===== src/logic/pdp8IsaPkg.sv =====
// instruction set package with machine word, opcodes, decoded instruction union and constants
package pdp8IsaPkg;

    typedef logic [11:0] wordT;                 // one 12-bit machine word

    typedef enum logic [2:0] {
        OP_AND = 3'd0,
        OP_TAD = 3'd1,
        OP_ISZ = 3'd2,
        OP_DCA = 3'd3,
        OP_JMS = 3'd4,
        OP_JMP = 3'd5,
        OP_IOT = 3'd6,                          // executes as a no-op here
        OP_OPR = 3'd7
    } opcodeE;

    // memory reference view of an instruction word
    typedef struct packed {
        opcodeE     opcode;
        logic       indirect;                   // bit 8, defer through pointer
        logic       page;                       // bit 7, current page when set
        logic [6:0] offset;                     // word within page
    } memRefS;

    // operate view, group 1 and group 2 names share each bit position
    typedef struct packed {
        opcodeE opcode;
        logic   group;                          // 0 group 1, 1 group 2
        logic   cla;
        logic   cllSma;
        logic   cmaSza;
        logic   cmlSnl;
        logic   rarRev;                         // rar or reverse skip sense
        logic   ralOsr;
        logic   bswHlt;                         // twice/bsw or halt
        logic   iac;                            // must be 0 for group 2
    } operS;

    typedef union packed {
        memRefS memRef;
        operS   operate;
    } instrU;

    localparam int   MEM_WORDS     = 4096;
    localparam wordT AUTO_INDEX_LO = 12'o0010;
    localparam wordT AUTO_INDEX_HI = 12'o0017;
    localparam wordT HLT_MASK      = 12'o7403;  // opcode, group, hlt and iac bits
    localparam wordT HLT_MATCH     = 12'o7402;

endpackage

===== src/logic/pdp8CtlPkg.sv =====
// control package with major and time states, console command, console input and panel structs
package pdp8CtlPkg;

    typedef enum logic [2:0] {
        MS_HALT, MS_FETCH, MS_DEFER, MS_EXEC, MS_DEPOSIT, MS_EXAMINE
    } majorStateE;

    // every memory cycle walks idle then ts1..ts4
    typedef enum logic [2:0] {
        TS_IDLE, TS_TS1, TS_TS2, TS_TS3, TS_TS4
    } timeStateE;

    typedef enum logic [2:0] {
        CMD_NONE, CMD_LOAD_ADDR, CMD_DEPOSIT, CMD_EXAMINE, CMD_START, CMD_CONTINUE
    } consoleCmdE;

    // front panel switches, each key is a one clock strobe
    typedef struct packed {
        logic                 loadAddr;
        logic                 deposit;
        logic                 examine;
        logic                 start;
        logic                 cont;
        logic                 stop;
        pdp8IsaPkg::wordT     switchReg;
    } consoleS;

    // panel lights
    typedef struct packed {
        pdp8IsaPkg::wordT     ac;
        pdp8IsaPkg::wordT     ma;
        pdp8IsaPkg::wordT     mb;
        logic                 link;
        pdp8IsaPkg::opcodeE   ir;
        logic                 run;
        logic                 fetch;            // one-hot major state lamps
        logic                 defer;
        logic                 exec;
    } panelS;

endpackage


===== src/logic/pdp8Sequencer.sv =====
// time state and major state controller choosing the next memory cycle
`timescale 1ns/100ps

module pdp8Sequencer (
    input  logic                   CLOCK,
    input  logic                   RESET,
    input  pdp8CtlPkg::consoleCmdE i_cmd,
    input  logic                   i_stopPending,
    input  pdp8IsaPkg::instrU      i_instr,
    input  logic                   i_isHalt,
    output pdp8CtlPkg::majorStateE o_majorState,
    output pdp8CtlPkg::timeStateE  o_timeState,
    output logic                   o_idleHalted,
    output logic                   o_endOfInstr
);

    pdp8CtlPkg::majorStateE nextMajor, nextMajorQ;
    pdp8IsaPkg::opcodeE     op;
    logic                   endInstr;
    logic                   jmpDefer;      // instruction in defer is a jmp

    assign op           = i_instr.memRef.opcode;
    assign o_idleHalted = (o_majorState == pdp8CtlPkg::MS_HALT) &&
                          (o_timeState == pdp8CtlPkg::TS_IDLE);
    assign o_endOfInstr = endInstr && (o_timeState == pdp8CtlPkg::TS_TS3);

    // decision taken in ts3
    always_comb begin
        endInstr  = 1'b0;
        nextMajor = pdp8CtlPkg::MS_HALT;   // console cycles fall back to halt
        case (o_majorState)
            pdp8CtlPkg::MS_FETCH: begin
                if (op == pdp8IsaPkg::OP_IOT || op == pdp8IsaPkg::OP_OPR)
                    endInstr = 1'b1;
                else if (i_instr.memRef.indirect)
                    nextMajor = pdp8CtlPkg::MS_DEFER;
                else if (op == pdp8IsaPkg::OP_JMP)
                    endInstr = 1'b1;                        // direct jmp done in fetch
                else
                    nextMajor = pdp8CtlPkg::MS_EXEC;
            end
            pdp8CtlPkg::MS_DEFER: begin
                if (jmpDefer) endInstr = 1'b1;
                else          nextMajor = pdp8CtlPkg::MS_EXEC;
            end
            pdp8CtlPkg::MS_EXEC: endInstr = 1'b1;
            default: ;
        endcase
        if (endInstr && !i_isHalt && !i_stopPending) nextMajor = pdp8CtlPkg::MS_FETCH;
    end

    always_ff @(posedge CLOCK) begin
        if (RESET) begin
            o_majorState <= pdp8CtlPkg::MS_HALT;
            o_timeState  <= pdp8CtlPkg::TS_IDLE;
            nextMajorQ   <= pdp8CtlPkg::MS_HALT;
            jmpDefer     <= 1'b0;
        end else begin
            case (o_timeState)
                pdp8CtlPkg::TS_IDLE: begin
                    if (o_majorState != pdp8CtlPkg::MS_HALT) begin
                        o_timeState <= pdp8CtlPkg::TS_TS1;        // running, one idle clock
                    end else if (i_cmd != pdp8CtlPkg::CMD_NONE) begin
                        o_timeState <= pdp8CtlPkg::TS_TS1;
                        case (i_cmd)
                            pdp8CtlPkg::CMD_DEPOSIT: o_majorState <= pdp8CtlPkg::MS_DEPOSIT;
                            pdp8CtlPkg::CMD_START,
                            pdp8CtlPkg::CMD_CONTINUE: o_majorState <= pdp8CtlPkg::MS_FETCH;
                            default: o_majorState <= pdp8CtlPkg::MS_EXAMINE;  // also load addr
                        endcase
                    end
                end
                pdp8CtlPkg::TS_TS1: o_timeState <= pdp8CtlPkg::TS_TS2;
                pdp8CtlPkg::TS_TS2: o_timeState <= pdp8CtlPkg::TS_TS3;
                pdp8CtlPkg::TS_TS3: begin
                    nextMajorQ  <= nextMajor;                     // stop clears after ts3
                    if (o_majorState == pdp8CtlPkg::MS_FETCH) jmpDefer <= (op == pdp8IsaPkg::OP_JMP);
                    o_timeState <= pdp8CtlPkg::TS_TS4;
                end
                default: begin
                    o_majorState <= nextMajorQ;
                    o_timeState  <= pdp8CtlPkg::TS_IDLE;
                end
            endcase
        end
    end

endmodule


===== config.mk =====
export PLATFORM = sky130hd
export DESIGN_NAME = pdp8Sequencer
export DESIGN_NICKNAME = d
export VERILOG_FILES = /design/src/logic/pdp8IsaPkg.sv /design/src/logic/pdp8CtlPkg.sv /design/src/logic/pdp8Sequencer.sv
export SDC_FILE = /design/constraint.sdc
export NUM_CORES = 1
export LEC_CHECK = 0
export BUFFER_PORTS_ARGS = -buffer_cell sky130_fd_sc_hd__buf_4
export CAP_MARGIN = 10
export CORE_MARGIN = 5
export CORE_UTILIZATION = 25
export DETAILED_ROUTE_END_ITERATION = 6
export GPL_TIMING_DRIVEN = 1
export PLACE_DENSITY = 0.57
export SLEW_MARGIN = 20
export SYNTH_ARGS = -nofsm -noshare
export SYNTH_HDL_FRONTEND = slang
export SYNTH_SLANG_ARGS = --single-unit
export TNS_END_PERCENT = 100

===== constraint.sdc =====
create_clock -name CLOCK -period 1.6 [get_ports CLOCK]
set_input_delay 0.16 -clock CLOCK [delete_from_list [all_inputs] [get_ports CLOCK]]
set_output_delay 0.16 -clock CLOCK [all_outputs]
set_load 0.03 [all_outputs]

==> results.ini, run 1 <==
[finish]
post-route-util_pct=37.8
area.growth.synth_to_final_pct=43.9
final_cells=103
diodes=0
drive_gt1_share_pct=37.2
fillers=187
multiInputGateArea_um2=263
nets=98
regArea_um2=183

[die]
design.die.area_um2=2790
io-pin-count=27
start_util_pct=26.3
die_w_um=52.9
rows=15
die_h_um=52.9
coreArea_um2=1750

[place]
place_hpwl_um=866
io_buffers=18
pre_cts_slack_ps=253
dp_cells=99
place_congestion=0.752

[cts]
hold_buffers=0
cts_sinks=9
htreeDepth=1
cts-buffers-inserted=3
clk-insertion-delay-late_ps=260
cts_buffer_depth=2
cts_tree=yes
cts-root-buf=clkbuf_4
cts.clk_slew.worst_paths_ps=60

[worst_setup_path]
crit_type=flop to output pin
end_kind=output pin
reg2regPathDepth=4
reg2reg_to=o_majorState[2]
r2r_start=o_timeState[0]
cp-start-kind=flop
cp.arrival_ps=1430
path_max_fanout=6
reg2reg_slack_ps=310
cp.required_ps=1440

[global_route]
grt_overflow=0
grt_pass1_vias=423
track_usage_pct=9.34
grt_pass1_wl_um=1870
antenna_found_initial=0
grt_max_degree=10

[logic_synthesis]
yosysTopAreaCell=dfxtp_1
synth_common_cells=dfxtp_1, nor2_1, nor3_1
ys.flop_type=dfxtp_1
synth_compound_gate_area_share_pct=18.8
synth-seq-area-share_pct=39.2
synth.avg_cell_area_um2=8.06
synth_edf_count=0
synth_top_area_share_pct=39.2
synth_area_um2=459
synth_top_family_by_area=simple AND/OR/NAND/NOR gates
synth_fa_ha_area_share_pct=0
async_reset_ff_share_pct=0
synthXorXnorAreaFrac_pct=1.91
yosys.cell_types.count=25
syn-num-nets=76
syn-instance-count=57
synth_most_common_cell=dfxtp_1
synthTopCellsByArea=dfxtp_1, nor3_1, nor2_1
synthMuxAreaShare_pct=2.18
synth_seq_cells=9
yosys_warnings=0
synth_simple_gate_area_share_pct=33.2

[power]
comb_power_share_pct=32.0
ir_worst_vdd_mv=0.309
p_sw_mw=0.220
p_int_mw=0.438
sw_frac_of_total_pct=33.4
pwr-share-seq_pct=41.1
pwr-share-clk_pct=26.9
powerDensity_nw_per_um2=996
power_leakage_nw=0.273

[status]
status=finished, final reports clean

[hold_path]
holdPathEnd=o_majorState[0]
min_path_type=primary input to flop
holdPathStages=2
min_from=RESET

[timing]
hold_slack_ps=136
rsz0062_at_grt=yes
clock_skew_ps=1.35
max_slew_margin_pct=70.9
fin_tns_setup_ps=0
layout_setup_ws_ps=7.49
fmax_ghz=0.628
tightest_slew_ps=436
setup_viol=0
slew_violations=0
finalCriticalPeriod_ps=1590
fin_crit_sh_pct=99.5
final-hold-violation-count=0

[flow_run]
maxCapViolations=0

[route]
vias_per_cell=4.44
routed_wl_um=1100
drtAntennaViolNets=0
drt_first_pass_iters=4
drc=0
drt_iter0_markers=4
wire_per_inst_um=10.7
vias=457

==> repair_timing <==
action / CTS / global route
endpoints found under the setup margin: 1 / 2
buffers inserted: 0 / 0
gates resized for setup: 1 / 1
==> state kept, by name (all words and copies together), names as in the netlist <==
| name | count |
|---|---|
| o_majorState | 3 |
| o_timeState | 3 |
| nextMajorQ | 2 |
| jmpDefer | 1 |
==> layout make-up <==
cell class                 count  share of cell area [%]
clock buffer                   4                    3.98
inverter                       2                    1.14
multi-input combinational     43                    39.8
sequential                     9                    27.7
tap                           25                    4.73
timing repair buffer          20                    22.7
==> placed cells by master, fill, tap and decap left out, drive strengths merged <==
cell type and count:
a21oi 3, a2111oi 2, dfxtp 9, o21ai 3
nor2b 4, o31a 1, buf 20, nand4 1
a21o 1, and2 1, or4 1, nor2 9
nor3 7, o41ai 1, mux2i 1, inv 2
xnor2 1, and3b 1, o211ai 1, a31oi 1
nor3b 1, clkbuf 4, nand2 3
==> routing by layer <==
metal,track usage [%],share of wire [%],vias up,wire [um]
li1,-,-,246,-
met1,12.6,49,196,546
met2,13.2,43,13,473
met3,1.69,6.0,2,66
met4,6.38,1.5,0,17
met5,0,0,-,0
==> worst max path at each step <==
| stage | from | end | slack [ps] | cells past startpoint |
|---|---|---|---|---|
| floorplan | o_majorState[2] | o_idleHalted | 7 | 2 |
| global placement | o_timeState[0] | o_idleHalted | 240 | 3 |
| detailed placement | o_timeState[0] | o_idleHalted | 250 | 3 |
| CTS | o_timeState[0] | o_idleHalted | -4 | 3 |
| global route | o_timeState[0] | o_idleHalted | -60 | 3 |
| finish | o_timeState[0] | o_idleHalted | 7 | 3 |
==> power groups by stage <==
stage	Clock, mW	Sequential (mW)	Combinational (mW)
2_1_floorplan	0	0.304	0.102
6_report	0.177	0.271	0.210
3_5_place_dp	0	0.275	0.212
5_1_grt	0.197	0.274	0.233
4_1_cts	0.179	0.270	0.213
3_3_place_gp	0	0.274	0.212
==> critical path, cell delays in order (launching register included) <==
cell	delay, ps
dfxtp_2	350
or4_4	540
nor3_2	110
buf_4	180
==> kinds of logic (layout without fill, tap and decap cells) <==
| kind of cell | after synthesis | in the layout |
|---|---|---|
| AND/OR/NAND/NOR | 28 | 28 |
| AO/OA/AOI/OAI | 13 | 13 |
| buffers and inverters | 5 | 26 |
| flip-flops | 9 | 9 |
| XOR/XNOR | 1 | 1 |
| multiplexers | 1 | 1 |
==> metrics by stage <==
| stage | power [mW] | instance area (um2) |
|---|---|---|
| detailed placement | 0.486 | 632 |
| finish | 0.658 | 661 |
| global placement | 0.486 | 632 |
| CTS | 0.662 | 659 |
| global route | 0.704 | 661 |
| floorplan | 0.406 | 464 |
Note: power is estimated with default switching activity, not from simulation.
==> run 2: changes to the inputs <==
MAX_ROUTING_LAYER = met4   (was not set)
==> run 2 against run 1 <==
  * Register-to-register slack about the same
  * Highest routed layer unchanged
  * Clock skew about the same
  * Wire length increased by 0.27%
  * Core utilization unchanged
  * Power about the same
  * Critical endpoint unchanged
  * Non-clock buffer count unchanged
  * Via count decreased by 0.22%
  * Critical path depth unchanged
  * Largest cell class unchanged
  * First-iteration DRC count unchanged
  * Sequential power about the same
  * Critical path type unchanged
  * Combinational power about the same
==> results.ini, run 2 (synthesis results as in run 1) <==
[finish]
fin_area_um2=661
reg_top3=o_majorState (3), o_timeState (3), nextMajorQ (2)
mostFrequentLayoutCell=buf_4
diodes=0
regArea_um2=183
nets=98
drive_gt1_share_pct=37.2
mostFrequentLayoutCells=buf_4, nor2_1, dfxtp_1
area.growth.synth_to_final_pct=43.9
fillers=187
final_cells=103
post-route-util_pct=37.8
multiInputGateArea_um2=263

[global_route]
antenna_found_initial=0
grt_overflow=0
grt_max_degree=10
grt_pass1_wl_um=1880
track_usage_pct=9.57
grt_pass1_vias=425

[die]
start_util_pct=26.3
rows=15
die_w_um=52.9
die_h_um=52.9
design.die.area_um2=2790
coreArea_um2=1750
io-pin-count=27

[cts]
cts_tree=yes
cts_buffer_depth=2
clk-insertion-delay-late_ps=260
htreeDepth=1
cts_setup_buffers=0
cts_sinks=9
cts.clk_slew.worst_paths_ps=60
cts-buffers-inserted=3
cts-root-buf=clkbuf_4
hold_buffers=0

[worst_setup_path]
cp-start-kind=flop
crit_family=simple AND/OR/NAND/NOR gates
reg2reg_slack_ps=310
cp.arrival_ps=1430
path_depth=3
crit_type=flop to output pin
path_max_fanout=6
r2r_start=o_timeState[0]
path_cells=or4_4 > nor3_2 > buf_4
reg2reg_to=o_majorState[2]
cp_slowest_stage_delay_ps=540
cp.buffers_inverters=1
crit_slowest_cell=or4_4
end_kind=output pin
cp.required_ps=1440
reg2regPathDepth=4

[route]
met2_length_um=473
vias_per_cell=4.43
vias=456
drt-met1-wl_um=549
routed_wl_um=1110
drc=0
wire_per_inst_um=10.7
drt_iter0_markers=4
dr.max_layer_used=met4
drt_first_pass_iters=4
drtAntennaViolNets=0
wl_met3_um=66

[timing]
slew_violations=0
fin_crit_sh_pct=99.5
tightest_slew_ps=436
max_slew_margin_pct=70.9
finalCriticalPeriod_ps=1590
clock_skew_ps=1.35
layout_setup_ws_ps=7.51
rsz0062_at_grt=yes
setup_viol=0
hold_slack_ps=136
fin_tns_setup_ps=0
final-hold-violation-count=0
fmax_ghz=0.628

[power]
powerDensity_nw_per_um2=996
pwr-share-seq_pct=41.1
sw_frac_of_total_pct=33.4
ir_worst_vdd_mv=0.309
comb_power_share_pct=32.0
pwr-share-clk_pct=26.9
total_power_mw=0.658
p_int_mw=0.438
p_sw_mw=0.220
power_leakage_nw=0.273

[place]
dp_cells=99
place_congestion=0.762
io_buffers=18
pre_cts_slack_ps=253
place_hpwl_um=866
place_area_um2=632

[hold_path]
min_from=RESET
min_path_type=primary input to flop
holdPathStages=2
holdPathEnd=o_majorState[0]

[status]
status=finished, final reports clean

[flow_run]
maxCapViolations=0

run 2: cell counts in the layout (fill, tap and decap cells not counted):
No cell type changed its count.
run 2: area by class of cell:
| type | instances | share of cell area (%) |
|---|---|---|
| Clock buffer | 4 | 3.98 |
| Inverter | 2 | 1.14 |
| Multi-Input combinational cell | 43 | 39.8 |
| Sequential cell | 9 | 27.7 |
| Tap cell | 25 | 4.73 |
| Timing Repair Buffer | 20 | 22.7 |
run 2: power groups by stage:
stage	combinational [mW]	clock [mW]	sequential, mW
6_report	0.211	0.177	0.271
3_5_place_dp	0.212	0	0.275
2_1_floorplan	0.102	0	0.304
4_1_cts	0.213	0.179	0.270
5_1_grt	0.233	0.197	0.274
3_3_place_gp	0.212	0	0.274
run 2: how the worst max path moves through the flow:
stage,start,endpoint,slack (ps)
floorplan,o_majorState[2],o_idleHalted,7
global placement,o_timeState[0],o_idleHalted,240
detailed placement,o_timeState[0],o_idleHalted,250
CTS,o_timeState[0],o_idleHalted,-4
global route,o_timeState[0],o_idleHalted,-60
finish,o_timeState[0],o_idleHalted,8
run 2: metal layers:
metal	track usage [%]	vias to the layer above
met1	12.6	195
met2	13.2	13
met3	1.69	2
met5	-	-
met4	6.38	0
li1	-	246
run 2: timing repair:
item / 4_1_cts / 5_1_grt
hold endpoints to repair: 0 / 0
gates resized for setup: 1 / 1
setup endpoints to repair: 1 / 2
