`src/logic/pdp8IsaPkg.sv`:
```
// instruction set package with machine word, opcodes, decoded instruction union and constants
package pdp8IsaPkg;

    typedef logic [11:0] wordT;                 // one 12-bit machine word

    typedef enum logic [2:0] {
        OP_AND = 3'd0,
        OP_TAD = 3'd1,
        OP_ISZ = 3'd2,
        OP_DCA = 3'd3,
        OP_JMS = 3'd4,
        OP_JMP = 3'd5,
        OP_IOT = 3'd6,                          // executes as a no-op here
        OP_OPR = 3'd7
    } opcodeE;

    // memory reference view of an instruction word
    typedef struct packed {
        opcodeE     opcode;
        logic       indirect;                   // bit 8, defer through pointer
        logic       page;                       // bit 7, current page when set
        logic [6:0] offset;                     // word within page
    } memRefS;

    // operate view, group 1 and group 2 names share each bit position
    typedef struct packed {
        opcodeE opcode;
        logic   group;                          // 0 group 1, 1 group 2
        logic   cla;
        logic   cllSma;
        logic   cmaSza;
        logic   cmlSnl;
        logic   rarRev;                         // rar or reverse skip sense
        logic   ralOsr;
        logic   bswHlt;                         // twice/bsw or halt
        logic   iac;                            // must be 0 for group 2
    } operS;

    typedef union packed {
        memRefS memRef;
        operS   operate;
    } instrU;

    localparam int   MEM_WORDS     = 4096;
    localparam wordT AUTO_INDEX_LO = 12'o0010;
    localparam wordT AUTO_INDEX_HI = 12'o0017;
    localparam wordT HLT_MASK      = 12'o7403;  // opcode, group, hlt and iac bits
    localparam wordT HLT_MATCH     = 12'o7402;

endpackage
```
`src/logic/pdp8CtlPkg.sv`:
```
// control package with major and time states, console command, console input and panel structs
package pdp8CtlPkg;

    typedef enum logic [2:0] {
        MS_HALT, MS_FETCH, MS_DEFER, MS_EXEC, MS_DEPOSIT, MS_EXAMINE
    } majorStateE;

    // every memory cycle walks idle then ts1..ts4
    typedef enum logic [2:0] {
        TS_IDLE, TS_TS1, TS_TS2, TS_TS3, TS_TS4
    } timeStateE;

    typedef enum logic [2:0] {
        CMD_NONE, CMD_LOAD_ADDR, CMD_DEPOSIT, CMD_EXAMINE, CMD_START, CMD_CONTINUE
    } consoleCmdE;

    // front panel switches, each key is a one clock strobe
    typedef struct packed {
        logic                 loadAddr;
        logic                 deposit;
        logic                 examine;
        logic                 start;
        logic                 cont;
        logic                 stop;
        pdp8IsaPkg::wordT     switchReg;
    } consoleS;

    // panel lights
    typedef struct packed {
        pdp8IsaPkg::wordT     ac;
        pdp8IsaPkg::wordT     ma;
        pdp8IsaPkg::wordT     mb;
        logic                 link;
        pdp8IsaPkg::opcodeE   ir;
        logic                 run;
        logic                 fetch;            // one-hot major state lamps
        logic                 defer;
        logic                 exec;
    } panelS;

endpackage

```
`src/logic/pdp8Console.sv`:
```
// front panel command arbiter with switch register copy and stop request latch
`timescale 1ns/100ps

module pdp8Console (
    input  logic                   CLOCK,
    input  logic                   RESET,
    input  pdp8CtlPkg::consoleS    i_console,
    input  logic                   i_idleHalted,
    input  logic                   i_endOfInstr,
    output pdp8CtlPkg::consoleCmdE o_cmd,
    output pdp8IsaPkg::wordT       o_switchReg,
    output logic                   o_stopPending
);

    pdp8CtlPkg::consoleCmdE cmdNext;
    logic                   accept;        // halted and no command in flight
    logic                   running;       // start or continue issued, not yet halted

    assign accept = i_idleHalted && (o_cmd == pdp8CtlPkg::CMD_NONE);

    // fixed priority among the keys
    always_comb begin
        cmdNext = pdp8CtlPkg::CMD_NONE;
        if (i_console.loadAddr)     cmdNext = pdp8CtlPkg::CMD_LOAD_ADDR;
        else if (i_console.examine) cmdNext = pdp8CtlPkg::CMD_EXAMINE;
        else if (i_console.deposit) cmdNext = pdp8CtlPkg::CMD_DEPOSIT;
        else if (i_console.cont)    cmdNext = pdp8CtlPkg::CMD_CONTINUE;
        else if (i_console.start)   cmdNext = pdp8CtlPkg::CMD_START;
    end

    always_ff @(posedge CLOCK) begin
        if (RESET) begin
            o_cmd         <= pdp8CtlPkg::CMD_NONE;
            running       <= 1'b0;
            o_stopPending <= 1'b0;
        end else begin
            o_cmd <= accept ? cmdNext : pdp8CtlPkg::CMD_NONE;   // one clock pulse
            if (accept && (cmdNext == pdp8CtlPkg::CMD_START ||
                           cmdNext == pdp8CtlPkg::CMD_CONTINUE))
                running <= 1'b1;
            else if (accept)
                running <= 1'b0;                                // back in halt
            if (i_console.stop && running)         o_stopPending <= 1'b1;
            else if (i_endOfInstr || !running)     o_stopPending <= 1'b0;
        end
    end

    // switches frozen during a console memory cycle
    always_ff @(posedge CLOCK) begin
        if (accept || running) o_switchReg <= i_console.switchReg;
    end

endmodule

```
`config.mk`:
```
export PLATFORM = sky130hd
export DESIGN_NAME = pdp8Console
export DESIGN_NICKNAME = d
export VERILOG_FILES = /design/src/logic/pdp8IsaPkg.sv /design/src/logic/pdp8CtlPkg.sv /design/src/logic/pdp8Console.sv
export SDC_FILE = /design/constraint.sdc
export NUM_CORES = 1
export LEC_CHECK = 0
export BUFFER_PORTS_ARGS = -buffer_cell sky130_fd_sc_hd__buf_2
export CORE_UTILIZATION = 35
export DETAILED_ROUTE_END_ITERATION = 10
export HOLD_SLACK_MARGIN = 0.02
export PLACE_DENSITY_LB_ADDON = 0.25
export SYNTH_ARGS = -nofsm -noshare
export SYNTH_HDL_FRONTEND = slang
export SYNTH_SLANG_ARGS = --single-unit
```
`constraint.sdc`:
```
create_clock -name CLOCK -period 1.1 [get_ports CLOCK]
set_input_delay 0.165 -clock CLOCK [delete_from_list [all_inputs] [get_ports CLOCK]]
set_output_delay 0.165 -clock CLOCK [all_outputs]
set_load 0.01 [all_outputs]
```
==> results of run 1 <==
## power breakdown
group | switching (mW) | internal (mW)
registers | 0.0109 | 0.730
logic | 0.0767 | 0.0816
clock network | 0.167 | 0.140
## repair_timing
item | in CTS | in global routing
gates cloned | 1 | 0
buffers inserted | 0 | 1
resized for setup | 2 | 3
pin swaps | 3 | 3
setup endpoints to repair | 12 | 16
## cell type report
| type | count | area [um^2] |
|---|---|---|
| clock buffers | 4 | 26.28 |
| fillers | 142 | 663.1 |
| well taps | 16 | 20.02 |
| repair buffers | 39 | 200.2 |
| inverters | 2 | 7.507 |
| multi-input cells | 15 | 126.4 |
| flip-flops and latches | 17 | 462.9 |
## metal layers
metal  global-route usage  up-vias  share of wire
met5                    0        -              0
met4              0.07500        0          0.010
met3              0.04310        2          0.079
met2               0.2154       21           0.54
met1               0.1591      200           0.37
li1                     -      211              -
## cells in the mapped netlist (all sizes together)
| cell | number | area share |
|---|---|---|
| or2 | 1 | 0.011 |
| inv | 2 | 0.013 |
| o22ai | 1 | 0.011 |
| nand2b | 2 | 0.026 |
| edfxtp | 12 | 0.64 |
| dfxtp | 5 | 0.18 |
| nor3 | 2 | 0.026 |
| a21oi | 1 | 0.0088 |
| o21ai | 1 | 0.0088 |
| nor4b | 1 | 0.042 |
| nor2 | 4 | 0.026 |
| a211oi | 1 | 0.013 |
## logic make-up (layout without fill, tap and decap cells)
logic type | after synthesis | after routing | share of synthesized area
flops | 17 | 17 | 0.8124
simple gates | 10 | 11 | 0.1324
compound gates | 4 | 4 | 0.04194
buf+inv | 2 | 45 | 0.01325
## worst max-delay path, cell delays in order, from the launching register on
cell and delay, ns:
sky130_fd_sc_hd__dfxtp_2 0.34, sky130_fd_sc_hd__nor4b_4 0.32, sky130_fd_sc_hd__or2_4 0.22
## metrics by stage
step	TNS (ns)	std cells	cell area [um^2]
6_report	-0.8723	93	843.3
5_1_grt	-1.800	93	843.3
4_1_cts	-0.6455	92	824.5
3_5_place_dp	-0.8114	87	784.5
3_3_place_gp	-0.6069	87	784.5
2_1_floorplan	-1.150	33	571.8
## path summary, 6_finish.rpt
check / startpoint / end / cells past startpoint
setup / recovery: o_cmd[0] / o_switchReg[4] / 2
hold / removal: i_console[3] / o_switchReg[3] / 1
setup reg to reg: o_cmd[0] / o_switchReg[4] / 2
hold reg to reg: o_stopPending / o_stopPending / 2
## sequential cells by signal, indices dropped and copies added (netlist names)
signal and flops:
running 1, o_stopPending 1, o_cmd 3, o_switchReg 12
==> out/summary.txt, run 1 <==
result of the run = complete, but fails checks
violations in the final reports = negative setup slack
detailed-route wire length = 1088 um
mapped cell area = 566.8 um^2
largest fanout of any net on the critical path = 6
achievable clock frequency = 854.1 MHz
deepest clock path buffer count = 2
warning count from the yosys run = 0
DR vias = 434
count of inserted antenna diode cells = 0
count of buffers from port buffering = 37
highest-count cells in the layout ignoring fill and taps = sky130_fd_sc_hd__buf_2 (37), sky130_fd_sc_hd__edfxtp_1 (12), sky130_fd_sc_hd__clkbuf_4 (3), sky130_fd_sc_hd__dfxtp_1 (3)
H-Tree Depth = 1
leading cell type in the layout, fill and taps excluded = sky130_fd_sc_hd__buf_2
Avg Cell Area, Syn = 17.18 um^2
antenna violations before repair = 0
Clk Tree Root Cell = sky130_fd_sc_hd__clkbuf_4
Synth Net Count = 55
# IOs = 38
area enclosed by the die boundary = 1784 um^2
relative slew slack = 0.7323
Num Clock Sinks = 17
Worst Path Class, Setup = reg -> reg
height of the die = 42.24 um
effective utilization at floorplan = 0.3762
share of the core filled with cells = 0.5598
overall power of the completed layout = 1.207 mW
antenna violation net count after detailed routing = 0
final hold viol count = 0
total DRC errors in the routed layout = 0
critical path data arrival time = 1.16 ns
kind of start point of the critical path = flop
total gr overflow = 0
leak pwr = 0.3860 nW
data required time at the worst endpoint = 1.09 ns
number of detailed-routing iterations run before antenna repair = 2
width of the die = 42.24 um
global-route wire length before repair = 1718 um
largest net degree at the start of global routing = 10
worst min path class = in -> reg
setup violators final = 14
average wire length per cell after detail routing = 11.70 um
RD Place Congestion = 0.6412
worst setup margin = -0.07084 ns
reg2reg setup slack = -0.07 ns
all-layer global routing usage = 0.1347
clock slew at reported path FFs = 0.09 ns
setup repair after global routing missed its margin = true
Layout Nets = 100
Clock Latency Late Sink = 0.27 ns
TritonCTS Buffers = 3
pre-CTS worst setup slack = -0.06782 ns
Fin Hold WS = 0.06187 ns
max-slew violation count = 0
CTS tree = yes
number of global-route vias before repair = 396
worst slew pin tran = 0.3974 ns
count of standard-cell rows = 14
total core area = 1506 um^2
post-synthesis sequential area ratio = 0.8124
MaxCap Viol Count = 0
worst clock skew = 0.001874 ns
post-synthesis to final-layout area growth = 48.79%
routed via count divided by cell count = 4.667
Gate Count Post-Synth = 33
Detailed Route Iter0 Violations = 6
fin crit share = 1.064
endpoint kind of the worst setup timing path = flop
power density cells = 1431 nW/um^2
final critical path time including I/O delays and setup = 1.171 ns
synthesized flop and latch total = 17
count of distinct cell types in the synthesized netlist = 14
quantity of hold-fixing buffers added after cts = 0
fraction of final layout cells sized beyond drive strength 1 = 0.6753
IR Drop Worst-Case VDD = 881.8 uV
(Power assumes the default switching activity.)
==> run 2: changes to the inputs <==
--- a/config.mk
+++ b/config.mk
@@ -5,8 +5,9 @@
 export SDC_FILE = /design/constraint.sdc
 export NUM_CORES = 1
 export LEC_CHECK = 0
-export BUFFER_PORTS_ARGS = -buffer_cell sky130_fd_sc_hd__buf_2
+export BUFFER_PORTS_ARGS = -buffer_cell sky130_fd_sc_hd__buf_4
 export CORE_UTILIZATION = 35
+export CTS_BUF_LIST = sky130_fd_sc_hd__clkbuf_4 sky130_fd_sc_hd__clkbuf_8 sky130_fd_sc_hd__clkbuf_16
 export DETAILED_ROUTE_END_ITERATION = 10
 export HOLD_SLACK_MARGIN = 0.02
 export PLACE_DENSITY_LB_ADDON = 0.25
==> run 2 against run 1 <==
  * The run still ends with negative setup slack left
  * Final cell count fell by 1.1%
  * Sequential cell count did not move
  * Worst hold slack got worse by 0.0065 ns
  * Maximum frequency rose by 0.74%
  * Total power rose by 3.4%
  * Register-to-register slack barely moved
  * Clock-buffer cell count fell by 1
  * Critical endpoint is now o_switchReg[9]
  * Core utilization rose by 5.1 points
  * Combinational power rose by 20%
  * Setup slack improved by 0.0086 ns
  * Sequential share of layout area fell by 4.6 points
==> out/summary.txt, run 2 (same netlist as run 1, synthesis figures left out) <==
setup violators final = 13
result of the run = complete, but fails checks
MaxCap Viol Count = 0
relative slew slack = 0.7963
violations in the final reports = negative setup slack
routed via count divided by cell count = 4.576
Num Clock Sinks = 17
fin cells = 92
worst setup margin = -0.06223 ns
Register Area = 462.9 um^2
layout filler cell count = 133
Clk Tree Root Cell = sky130_fd_sc_hd__clkbuf_4
average wire length per cell after detail routing = 11.92 um
max-slew violation count = 0
total gr overflow = 0
chain of cells forming the critical path = nor4b_4 > or2_4
share of the core filled with cells = 0.6113
post-synthesis to final-layout area growth = 62.47%
standard cell area after detailed placement = 877.1 um^2
detailed-route wire length = 1097 um
overall power of the completed layout = 1.248 mW
IR Drop Worst-Case VDD = 717.4 uV
total core area = 1506 um^2
critical path buffer and inverter count = 0
Clock Latency Late Sink = 0.28 ns
total DRC errors in the routed layout = 0
antenna violations before repair = 0
leak pwr = 0.4114 nW
CTS tree = yes
H-Tree Depth = 1
placed wire-length estimate = 862.2 um
CP max-delay cell = sky130_fd_sc_hd__dfxtp_2
count of standard-cell rows = 14
count of inserted antenna diode cells = 0
largest incremental delay on the critical path = 0.34 ns
height of the die = 42.24 um
DR vias = 421
Detailed Route Iter0 Violations = 3
endpoint kind of the worst setup timing path = flop
critical path data arrival time = 1.16 ns
# IOs = 38
quantity of hold-fixing buffers added after cts = 0
worst clock skew = 0.002230 ns
largest fanout of any net on the critical path = 6
final hold viol count = 0
Crit Reg-Reg Startpoint = o_cmd[0]
all-layer global routing usage = 0.1275
setup repair after global routing missed its margin = true
TritonCTS Buffers = 3
Worst Path Class, Setup = reg -> reg
RD Place Congestion = 0.6413
deepest clock path buffer count = 2
worst slew pin tran = 0.3024 ns
biggest regs = o_switchReg: 12 flops, o_cmd: 3 flops
largest net degree at the start of global routing = 11
number of detailed-routing iterations run before antenna repair = 4
leading cell type in the layout, fill and taps excluded = sky130_fd_sc_hd__buf_4
family with the most delay on the worst path = simple AND/OR/NAND/NOR gates
Crit. Startpoint = o_cmd[0]
achievable clock frequency = 860.4 MHz
effective utilization at floorplan = 0.3762
clock slew at reported path FFs = 0.09 ns
fin crit share = 1.057
largest reg by FF count = o_switchReg
Layout Nets = 99
width of the die = 42.24 um
antenna violation net count after detailed routing = 0
number of global-route vias before repair = 381
count of placed standard cells including taps = 87
post-layout instance area = 920.9 um^2
count of buffers from port buffering = 37
power density cells = 1355 nW/um^2
Min-Delay Startpoint = i_console[1]
worst min path class = in -> reg
kind of start point of the critical path = flop
highest-count cells in the layout ignoring fill and taps = sky130_fd_sc_hd__buf_4 (38), sky130_fd_sc_hd__edfxtp_1 (12), sky130_fd_sc_hd__nor2_1 (3), sky130_fd_sc_hd__clkbuf_4 (3), sky130_fd_sc_hd__dfxtp_1 (3)
global-route wire length before repair = 1669 um
fraction of final layout cells sized beyond drive strength 1 = 0.6579
aggregate negative setup slack = -0.6843 ns
final critical path time including I/O delays and setup = 1.162 ns
area enclosed by the die boundary = 1784 um^2
footprint of the multi-input gates = 117.6 um^2
data required time at the worst endpoint = 1.10 ns
Largest register FFs = 12
==> run 2: path summary, 6_finish.rpt <==
kind	to	slack [ns]	cells after the start
worst min register to register	o_stopPending	0.54	2
worst max register to register	o_switchReg[9]	-0.06	2
worst min-delay path	o_switchReg[1]	0.06	1
worst max-delay path	o_switchReg[9]	-0.06	2
==> run 2: layer usage <==
layer  vias to the layer above  GRT usage  routed length [um]
met5                         -          0                   0
met4                         0    0.03750                   0
met3                         0    0.03448                  88
met2                        23     0.2185                 583
met1                       191     0.1567                 425
li1                        207          -                   -
==> run 2: power breakdown <==
group          switching, mW  internal (mW)
Clock                  0.181          0.135
Combinational         0.0729          0.116
Sequential            0.0130          0.731
==> run 2: cell type report <==
type / instances / share of cell area
Inverter: 2 / 0.008152
Clock buffer: 3 / 0.02446
Tap cell: 16 / 0.02174
Timing Repair Buffer: 38 / 0.3098
Sequential cell: 17 / 0.5027
Clock inverter: 1 / 0.005435
Multi-Input combinational cell: 15 / 0.1277
==> run 2: worst register-to-register path, cell delays in order (launching register included) <==
cell and delay, ns:
sky130_fd_sc_hd__dfxtp_2 0.34, sky130_fd_sc_hd__nor4b_4 0.32, sky130_fd_sc_hd__or2_4 0.23
==> run 2: repair_timing <==
| item | in CTS | in global routing |
|---|---|---|
| gates cloned | 1 | 0 |
| endpoints found under the setup margin | 12 | 16 |
| pin swaps | 2 | 5 |
| setup buffers | 0 | 0 |
| gates resized for setup | 1 | 2 |
==> run 2: through the flow <==
| stage | hold slack (ns) | setup slack (ns) |
|---|---|---|
| global placement | 0.3445 | -0.05494 |
| CTS | 0.04328 | -0.06947 |
| finish | 0.05533 | -0.06223 |
| floorplan | 0.2347 | -0.09580 |
| global route | 0.03702 | -0.1326 |
| detailed placement | 0.3442 | -0.07544 |
==> run 3: changes to the inputs <==
--- a/config.mk
+++ b/config.mk
@@ -6,7 +6,10 @@
 export NUM_CORES = 1
 export LEC_CHECK = 0
 export BUFFER_PORTS_ARGS = -buffer_cell sky130_fd_sc_hd__buf_4
-export CORE_UTILIZATION = 35
+export CELL_PAD_IN_SITES_DETAIL_PLACEMENT = 1
+export CELL_PAD_IN_SITES_GLOBAL_PLACEMENT = 2
+export CORE_ASPECT_RATIO = 0.6
+export CORE_UTILIZATION = 21
 export CTS_BUF_LIST = sky130_fd_sc_hd__clkbuf_4 sky130_fd_sc_hd__clkbuf_8 sky130_fd_sc_hd__clkbuf_16
 export DETAILED_ROUTE_END_ITERATION = 10
 export HOLD_SLACK_MARGIN = 0.02
==> run 3 against run 2 <==
  * The run still ends with negative setup slack left
  * Clock skew about the same
  * Combinational power up 4%
  * Total power up 14%
  * Sequential power about the same
  * Critical path depth unchanged
  * Clock-buffer cell count up 1
  * Non-clock buffer count unchanged
  * Die area up 64%
  * Highest routed layer is now met4
  * Final cell count up 17%
  * Clock power up 54%
  * Global-route usage down 2.3 points
  * Final area up 5.4%
==> out/summary.txt, run 3 (same netlist as run 1, synthesis figures left out) <==
result of the run = complete, but fails checks
violations in the final reports = negative setup slack
largest net degree at the start of global routing = 10
total core area = 2522 um^2
Clock Latency Late Sink = 0.25 ns
worst min path class = in -> reg
average wire length per cell after detail routing = 12.91 um
width of the die = 69.07 um
number of global-route vias before repair = 454
RD Place Congestion = 0.6861
routed via count divided by cell count = 3.981
area enclosed by the die boundary = 2918 um^2
endpoint kind of the worst setup timing path = flop
post-synthesis to final-layout area growth = 71.30%
worst clock skew = 0.002704 ns
post-layout instance area = 970.9 um^2
largest fanout of any net on the critical path = 6
DR vias = 430
Register Area = 462.9 um^2
detailed-route wire length = 1394 um
Detailed Route Iter0 Violations = 8
H-Tree Depth = 1
MaxCap Viol Count = 0
worst setup margin = -0.06158 ns
Layout Nets = 99
critical path data arrival time = 1.13 ns
largest reg by FF count = o_switchReg
achievable clock frequency = 860.9 MHz
final hold viol count = 0
setup repair after global routing missed its margin = true
Largest register FFs = 12
count of inserted antenna diode cells = 0
aggregate negative setup slack = -0.7459 ns
worst slew pin tran = 0.5018 ns
data required time at the worst endpoint = 1.07 ns
total gr overflow = 0
largest incremental delay on the critical path = 0.33 ns
count of standard-cell rows = 14
biggest regs = o_switchReg: 12 flops, o_cmd: 3 flops
Num Clock Sinks = 17
critical path buffer and inverter count = 0
chain of cells forming the critical path = nor4b_4 > or2_4
global-route wire length before repair = 2242 um
Clk Tree Root Cell = sky130_fd_sc_hd__clkbuf_8
setup violators final = 14
height of the die = 42.24 um
IR Drop Worst-Case VDD = 483.7 uV
all-layer global routing usage = 0.1050
family with the most delay on the worst path = simple AND/OR/NAND/NOR gates
highest-count cells in the layout ignoring fill and taps = sky130_fd_sc_hd__buf_4 (38), sky130_fd_sc_hd__edfxtp_1 (12), sky130_fd_sc_hd__clkbuf_8 (3), sky130_fd_sc_hd__dfxtp_1 (3)
CTS tree = yes
placed wire-length estimate = 1108 um
kind of start point of the critical path = flop
fraction of final layout cells sized beyond drive strength 1 = 0.6842
total DRC errors in the routed layout = 0
layout filler cell count = 287
standard cell area after detailed placement = 897.1 um^2
effective utilization at floorplan = 0.2247
# IOs = 38
final critical path time including I/O delays and setup = 1.162 ns
Worst Path Class, Setup = reg -> reg
antenna violation net count after detailed routing = 0
number of detailed-routing iterations run before antenna repair = 4
leading cell type in the layout, fill and taps excluded = sky130_fd_sc_hd__buf_4
leak pwr = 0.4214 nW
fin crit share = 1.056
TritonCTS Buffers = 3
count of buffers from port buffering = 37
antenna violations before repair = 0
clock slew at reported path FFs = 0.06 ns
relative slew slack = 0.6619
CP max-delay cell = sky130_fd_sc_hd__dfxtp_2
power density cells = 1472 nW/um^2
max-slew violation count = 0
footprint of the multi-input gates = 126.4 um^2
share of the core filled with cells = 0.3849
deepest clock path buffer count = 2
## run 3: changes by cell type in the layout (fill, tap and decap cells not counted), sizes merged
cell and change:
clkinv -1, clkbuf +1
## run 3: what timing repair did
action,4_1_cts,5_1_grt
setup endpoints to repair,12,16
hold buffers,0,0
setup buffers,0,0
gates resized for setup,2,3
cloned,1,0
pin swaps,2,2
## run 3: final cells by class
cell class,count,share of cell area
inverters,2,0.007732
multi-input cells,15,0.1302
well taps,32,0.04124
clock buffers,4,0.05026
repair buffers,38,0.2938
flip-flops and latches,17,0.4768
## run 3: per-layer routing
layer | wire [um] | share of wire | up-vias | track usage
met1 | 543 | 0.39 | 210 | 0.1159
met3 | 73 | 0.052 | 2 | 0.05048
met2 | 757 | 0.54 | 12 | 0.1786
met4 | 20 | 0.014 | 0 | 0.03673
met5 | 0 | 0 | - | 0
li1 | - | - | 206 | -
## run 3: report_power, final
group / switching [mW] / leakage (nW) / internal [mW] / total (mW)
Combinational: 0.0796 / 0.238 / 0.116 / 0.196
Sequential: 0.0147 / 0.157 / 0.732 / 0.747
Clock: 0.204 / 0.0262 / 0.282 / 0.486
## run 3: through the flow
step	instances	setup slack [ns]	power [mW]	hold WS (ns)
finish	108	-0.06158	1.429	0.08348
global route	108	-0.1336	1.495	0.07491
CTS	108	-0.07576	1.441	0.08091
detailed placement	103	-0.09222	0.9483	0.3457
global placement	103	-0.07746	0.9413	0.3436
floorplan	33	-0.09580	0.8164	0.2347
## run 3: final timing paths
path	from	endpoint	slack [ns]	cells past startpoint
max	o_cmd[2]	o_switchReg[1]	-0.06	2
min reg2reg	o_stopPending	o_stopPending	0.51	2
max reg2reg	o_cmd[2]	o_switchReg[1]	-0.06	2
min	i_console[9]	o_switchReg[9]	0.08	1
